`config.mk`:
```
export PLATFORM = sky130hd
export DESIGN_NAME = hdr_splitter
export DESIGN_NICKNAME = d
export VERILOG_FILES = /design/src/hdr_split_join_pkg.sv /design/src/hdr_splitter.sv
export SDC_FILE = /design/constraint.sdc
export NUM_CORES = 1
export LEC_CHECK = 0
export ABC_CLOCK_PERIOD_IN_PS = 17400
export BUFFER_PORTS_ARGS = -buffer_cell sky130_fd_sc_hd__buf_2
export CAP_MARGIN = 30
export CORE_UTILIZATION = 55
export CTS_CLUSTER_SIZE = 40
export DETAILED_ROUTE_END_ITERATION = 7
export PLACE_DENSITY = 0.87
export SLEW_MARGIN = 20
export SYNTH_ARGS = -nofsm -noshare
export SYNTH_HDL_FRONTEND = slang
export SYNTH_SLANG_ARGS = --single-unit
```
`constraint.sdc`:
```
create_clock -name clk -period 17.4 [get_ports clk]
set_input_delay 1.74 -clock clk [delete_from_list [all_inputs] [get_ports clk]]
set_output_delay 1.74 -clock clk [all_outputs]
set_load 0.005 [all_outputs]
```
`src/hdr_split_join_pkg.sv`:
```
/* Shared widths, depths and the payload entry format of the header split and join
   subsystem. Every block of the datapath imports this package. */

`default_nettype none

package hdr_split_join_pkg;

   // ----------------------------------------------------------------------
   // beat format
   // ----------------------------------------------------------------------

   localparam int DATA_BYTES = 8;
   localparam int DATA_W     = DATA_BYTES * 8;

   // every packet carries a small rolling tag on its header and its payload.
   localparam int TAG_W = 4;

   // ----------------------------------------------------------------------
   // payload FIFO
   // ----------------------------------------------------------------------

   localparam int PYLD_DEPTH = 64;
   localparam int PTR_W      = $clog2(PYLD_DEPTH);

   // tuser on the header streams holds the tag in its low bits.
   // The top bit flags a packet that ended inside its header.
   localparam int TUSER_W       = TAG_W + 1;
   localparam int TUSER_NO_PYLD = TAG_W;

   // one payload beat as it sits in the FIFO, 78 bits in all.
   typedef struct packed {
      logic [DATA_W-1:0]     data;
      logic [DATA_BYTES-1:0] keep;
      logic                  last;
      logic                  first;
      logic [TAG_W-1:0]      tag;
   } pyld_entry_t;

endpackage

`default_nettype wire

```
`src/hdr_splitter.sv`:
```
/* Divides each input packet into header beats for the header processor and payload
   beats for the payload FIFO; with a zero header length whole packets go out as headers. */

`timescale 1ns/1ns
`default_nettype none

module hdr_splitter
   import hdr_split_join_pkg::*;
(
   input  logic                  clk,
   input  logic                  srst,

   input  logic                  in_valid,
   output logic                  in_ready,
   input  logic [DATA_W-1:0]     in_data,
   input  logic [DATA_BYTES-1:0] in_keep,
   input  logic                  in_last,

   output logic                  hdr_out_valid,
   input  logic                  hdr_out_ready,
   output logic [DATA_W-1:0]     hdr_out_data,
   output logic [DATA_BYTES-1:0] hdr_out_keep,
   output logic                  hdr_out_last,
   output logic [TUSER_W-1:0]    hdr_out_user,

   input  logic [15:0]           hdr_length,
   input  logic                  full,
   output logic                  wr_en,
   output pyld_entry_t           wr_entry,
   output logic                  enable
);

   logic             run;
   logic [15:0]      beat_cnt;
   logic [15:0]      hdr_beats_q;
   logic [15:0]      hdr_beats;
   logic [TAG_W-1:0] tag;
   logic             sop;
   logic             split_on;
   logic             is_hdr;
   logic             hdr_end;
   logic             accept;

   // ----------------------------------------------------------------------
   // beat classification
   // ----------------------------------------------------------------------

   // the header length is taken live on the first beat and held for the rest.
   assign sop       = (beat_cnt == '0);
   assign hdr_beats = sop ? (hdr_length >> $clog2(DATA_BYTES)) : hdr_beats_q;
   assign split_on  = (hdr_beats != '0);
   assign is_hdr    = !split_on || (beat_cnt < hdr_beats);
   assign hdr_end   = split_on && (beat_cnt == hdr_beats - 16'd1);

   // a header beat needs room in the output register, a payload beat in the FIFO.
   assign in_ready = run && (is_hdr ? (!hdr_out_valid || hdr_out_ready) : !full);
   assign accept   = in_valid && in_ready;

   // ----------------------------------------------------------------------
   // packet tracking
   // ----------------------------------------------------------------------

   always_ff @(posedge clk) begin
      if (srst) begin
         run         <= 1'b0;
         beat_cnt    <= '0;
         hdr_beats_q <= '0;
         tag         <= '0;
         enable      <= 1'b0;
      end else begin
         run <= 1'b1;
         if (accept) begin
            if (sop) begin
               hdr_beats_q <= hdr_beats;
               enable      <= split_on;
            end
            // the count stops one past the header so that first is seen once.
            if (in_last) begin
               beat_cnt <= '0;
               tag      <= tag + 1'b1;
            end else if (beat_cnt <= hdr_beats) begin
               beat_cnt <= beat_cnt + 16'd1;
            end
         end
      end
   end

   // ----------------------------------------------------------------------
   // header output register
   // ----------------------------------------------------------------------

   always_ff @(posedge clk) begin
      if (srst) begin
         hdr_out_valid <= 1'b0;
      end else if (accept && is_hdr) begin
         hdr_out_valid <= 1'b1;
      end else if (hdr_out_ready) begin
         hdr_out_valid <= 1'b0;
      end
   end

   always_ff @(posedge clk) begin
      if (accept && is_hdr) begin
         hdr_out_data <= in_data;
         hdr_out_keep <= in_keep;
         hdr_out_last <= in_last || hdr_end;
         // no payload follows when the packet ends inside its header.
         hdr_out_user <= {split_on && in_last, tag};
      end
   end

   // ----------------------------------------------------------------------
   // payload FIFO write register
   // ----------------------------------------------------------------------

   always_ff @(posedge clk) begin
      if (srst) begin
         wr_en <= 1'b0;
      end else begin
         wr_en <= accept && !is_hdr;
      end
   end

   always_ff @(posedge clk) begin
      if (accept && !is_hdr) begin
         wr_entry.data  <= in_data;
         wr_entry.keep  <= in_keep;
         wr_entry.last  <= in_last;
         wr_entry.first <= (beat_cnt == hdr_beats);
         wr_entry.tag   <= tag;
      end
   end

endmodule

`default_nettype wire

```
==> results.py <==
metrics = {
    "place": {
        "dpl.hpwl_mm": 15.71,
        "dp.cells": 974,
        "place.gp.congestion": 0.8984,
        "postPlaceCellArea_um2": 9443,
        "dp_slack_ns": 10.85,
        "io_buffers": 250,
    },
    "routing": {
        "wl_per_cell_um": 21.67,
        "drtPass1Iterations": 5,
        "ant_nets": 0,
        "drt-total-wl_mm": 21.86,
        "via_per_inst": 5.865,
        "drcViolationCount": 0,
        "drt_iter0_drc": 484,
        "routed-via-count": 5918,
    },
    "worst_hold_path": {
        "hold_path.class": "reg2reg",
        "hold_start": "hdr_beats_q[4]$_SDFFE_PP0P_",
    },
    "global_route": {
        "grt_pass1_vias": 5555,
        "grt_pass1_wl_mm": 30.77,
        "overflow": 0,
        "track_usage": 0.2797,
        "antenna_found_initial": 2,
        "grt_start_max_net_pins": 56,
    },
    "die": {
        "die_area_um2": 15160,
        "io_pins": 254,
        "row_count": 43,
        "coreArea_um2": 14100,
        "die_w_um": 123.1,
        "start_util": 0.5726,
        "die_h_um": 123.1,
    },
    "clocking": {
        "clk_path_buf_depth": 2,
        "h-tree-depth": 4,
        "cts_setup_buffers": 0,
        "cts.clk_slew.worst_paths_ns": 0.07,
        "cts_tree": "built",
        "cts.sinks": 196,
        "ctsResizeCount": 0,
        "cts_root_buffer": "clkbuf_16",
        "hold_buffers": 0,
        "clkLatencyLatePin_ns": 0.44,
        "numCtsBuffers": 17,
    },
    "logic_synthesis": {
        "synth_edf_count": 156,
        "yosysMostFrequentCell": "edfxtp_1",
        "synthTopCellsByArea": "edfxtp_1, dfxtp_1, ha_1, a211oi_1, mux2i_1",
        "synth_common_cells": "edfxtp_1, dfxtp_1, nand2_1",
        "yosys_warnings": 0,
        "syn_avg_cell_area_um2": 14.39,
        "ys_seq_elements": 196,
        "syn_nets": 669,
        "synth_top_area_cell": "edfxtp_1",
        "ys_types": 69,
        "netlist.area_leader.share": 0.5804,
        "synth-main-ff-cell": "edfxtp_1",
        "synth_cells": 561,
        "ys_seq_area_frac": 0.6796,
        "syn_area_um2": 8071,
        "synth-async-reset-ratio": 0,
    },
    "sta": {
        "hold_ws_ns": 0.4721,
        "report.final.setup_viol": 0,
        "setup_slack_ns": 10.50,
        "fin_skew_ns": 0.01173,
        "fin_setup_tns_ns": 0,
        "min_period_ns": 6.901,
        "finalHoldViolCount": 0,
        "tightest_slew_ns": 0.9615,
        "max_freq_ghz": 0.1449,
        "slew_viol_final": 0,
        "final.period_utilization": 0.3966,
        "rsz0062_at_grt": "no",
        "slew_headroom": 0.3522,
    },
    "critical_path": {
        "reg2reg_slack_ns": 11.12,
        "cp_data_required_time_ns": 15.66,
        "start_kind": "flop",
        "cp-startpoint": "beat_cnt[0]$_SDFFE_PP0P_",
        "reg2reg_to": "wr_entry[49]$_DFFE_PP_",
        "path_max_fanout": 22,
        "setup.worst_path.end": "in_ready",
        "cp.arrival_ns": 5.16,
        "r2r_cells": 16,
        "r2r-start": "beat_cnt[0]$_SDFFE_PP0P_",
        "crit_type": "reg2out",
        "crit_path_end_kind": "output port",
    },
    "final_layout": {
        "syn2layout_area_growth_pct": 24.48,
        "final_cells": 1009,
        "final_area_um2": 10050,
        "ff_latch_area_um2": 5485,
        "drive_gt1_frac": 0.3978,
        "final_nets": 922,
        "fillers": 935,
        "multiInputGateArea_um2": 2303,
    },
    "power": {
        "powerDensity_nw_per_um2": 98.23,
        "ir_drop_v": 0.00006034,
        "leakagePower_uw": 0.004005,
    },
    "status": {
        "status": "finished clean",
    },
    "job": {
        "maxCapViolations": 0,
    },
}
[kinds of logic after synthesis]
family	count (synthesis)	share of synthesized area
AO/OA/AOI/OAI	107	0.1101
flip-flops	196	0.6796
buffers and inverters	58	0.03565
AND/OR/NAND/NOR	151	0.1074
XOR/XNOR	10	0.01085
multiplexers	22	0.03085
adder cells (fa/ha/maj)	17	0.02558
[how the worst min path moves through the flow]
stage                                  endpoint  slack, ns  cells after the start
CTS                 hdr_beats_q[4]$_SDFFE_PP0P_       0.47                      2
finish              hdr_beats_q[4]$_SDFFE_PP0P_       0.47                      2
detailed placement  hdr_beats_q[4]$_SDFFE_PP0P_       0.46                      2
floorplan             hdr_out_user[3]$_DFFE_PP_       0.44                      0
global route                enable$_SDFFE_PP0P_       0.49                      2
global placement            enable$_SDFFE_PP0P_       0.45                      2
[registers in the layout, summed over array words and instances, names as in the netlist]
name,cells
beat_cnt,16
enable,1
hdr_beats_q,16
hdr_out_data,64
hdr_out_keep,8
hdr_out_last,1
hdr_out_user,5
hdr_out_valid,1
run,1
tag,4
wr_en,1
wr_entry,78
[report_power, final]
group / switching (uW) / leakage [uW] / internal (uW)
clock network: 177 / 0.000291 / 216
registers: 4.77 / 0.00177 / 517
logic: 43.4 / 0.00195 / 28.5
total: 225 / 0.00400 / 762
[cell usage in the layout, fill, tap and decap left out, drive strengths merged, types with 3 or more instances in the layout]
master	instances
xnor2	8
nor2b	9
edfxtp	156
buf	257
o22a	11
ha	14
maj3	3
o21ai	15
inv	41
nor4b	4
clkinv	7
nor3	10
o2111ai	3
nor4	9
clkbuf	17
nor2	23
nand2	35
mux2	4
dfxtp	40
a21oi	9
a211oi	29
a41oi	4
nand3	21
nand2b	5
and3	14
mux2i	17
o32ai	12
nand4	7
o41ai	3
a21boi	4
[layout make-up]
type,instances,area share
Multi-Input combinational cell,307,0.2293
Clock inverter,15,0.01656
Antenna cell,2,0.0004981
Inverter,35,0.01320
Sequential cell,196,0.5460
Clock buffer,17,0.04234
Tap cell,180,0.02242
Timing Repair Buffer,257,0.1298
[metrics by stage]
| step | total power [uW] | util |
|---|---|---|
| 2_1_floorplan | 571.1 | - |
| 3_5_place_dp | 602.6 | 0.6699 |
| 3_3_place_gp | 598.7 | 0.6699 |
| 4_1_cts | 989.4 | 0.7119 |
| 6_report | 986.9 | 0.7128 |
| 5_1_grt | 1014 | 0.7126 |
[critical path, cell delays in order (launching register included)]
cell and delay (ns):
dfxtp_1 0.33, inv_1 0.14, ha_1 0.18, nor4b_4 0.35, and4_1 0.26, buf_4 0.34
mux2i_1 0.58, ha_1 0.20, nand4_1 0.14, or2_2 0.34, a2111oi_2 0.29, o21ai_1 0.24
or2_1 0.32, o221ai_2 0.33, a21oi_1 0.14, a311oi_1 0.34, buf_2 0.20
[layer usage]
layer | GRT usage | routed length [um]
met1 | 0.3083 | 7983
met2 | 0.5105 | 11820
met3 | 0.05858 | 1468
met4 | 0.1340 | 575
met5 | 0 | 15
No activity file was read; power rests on OpenSTA's default activity.
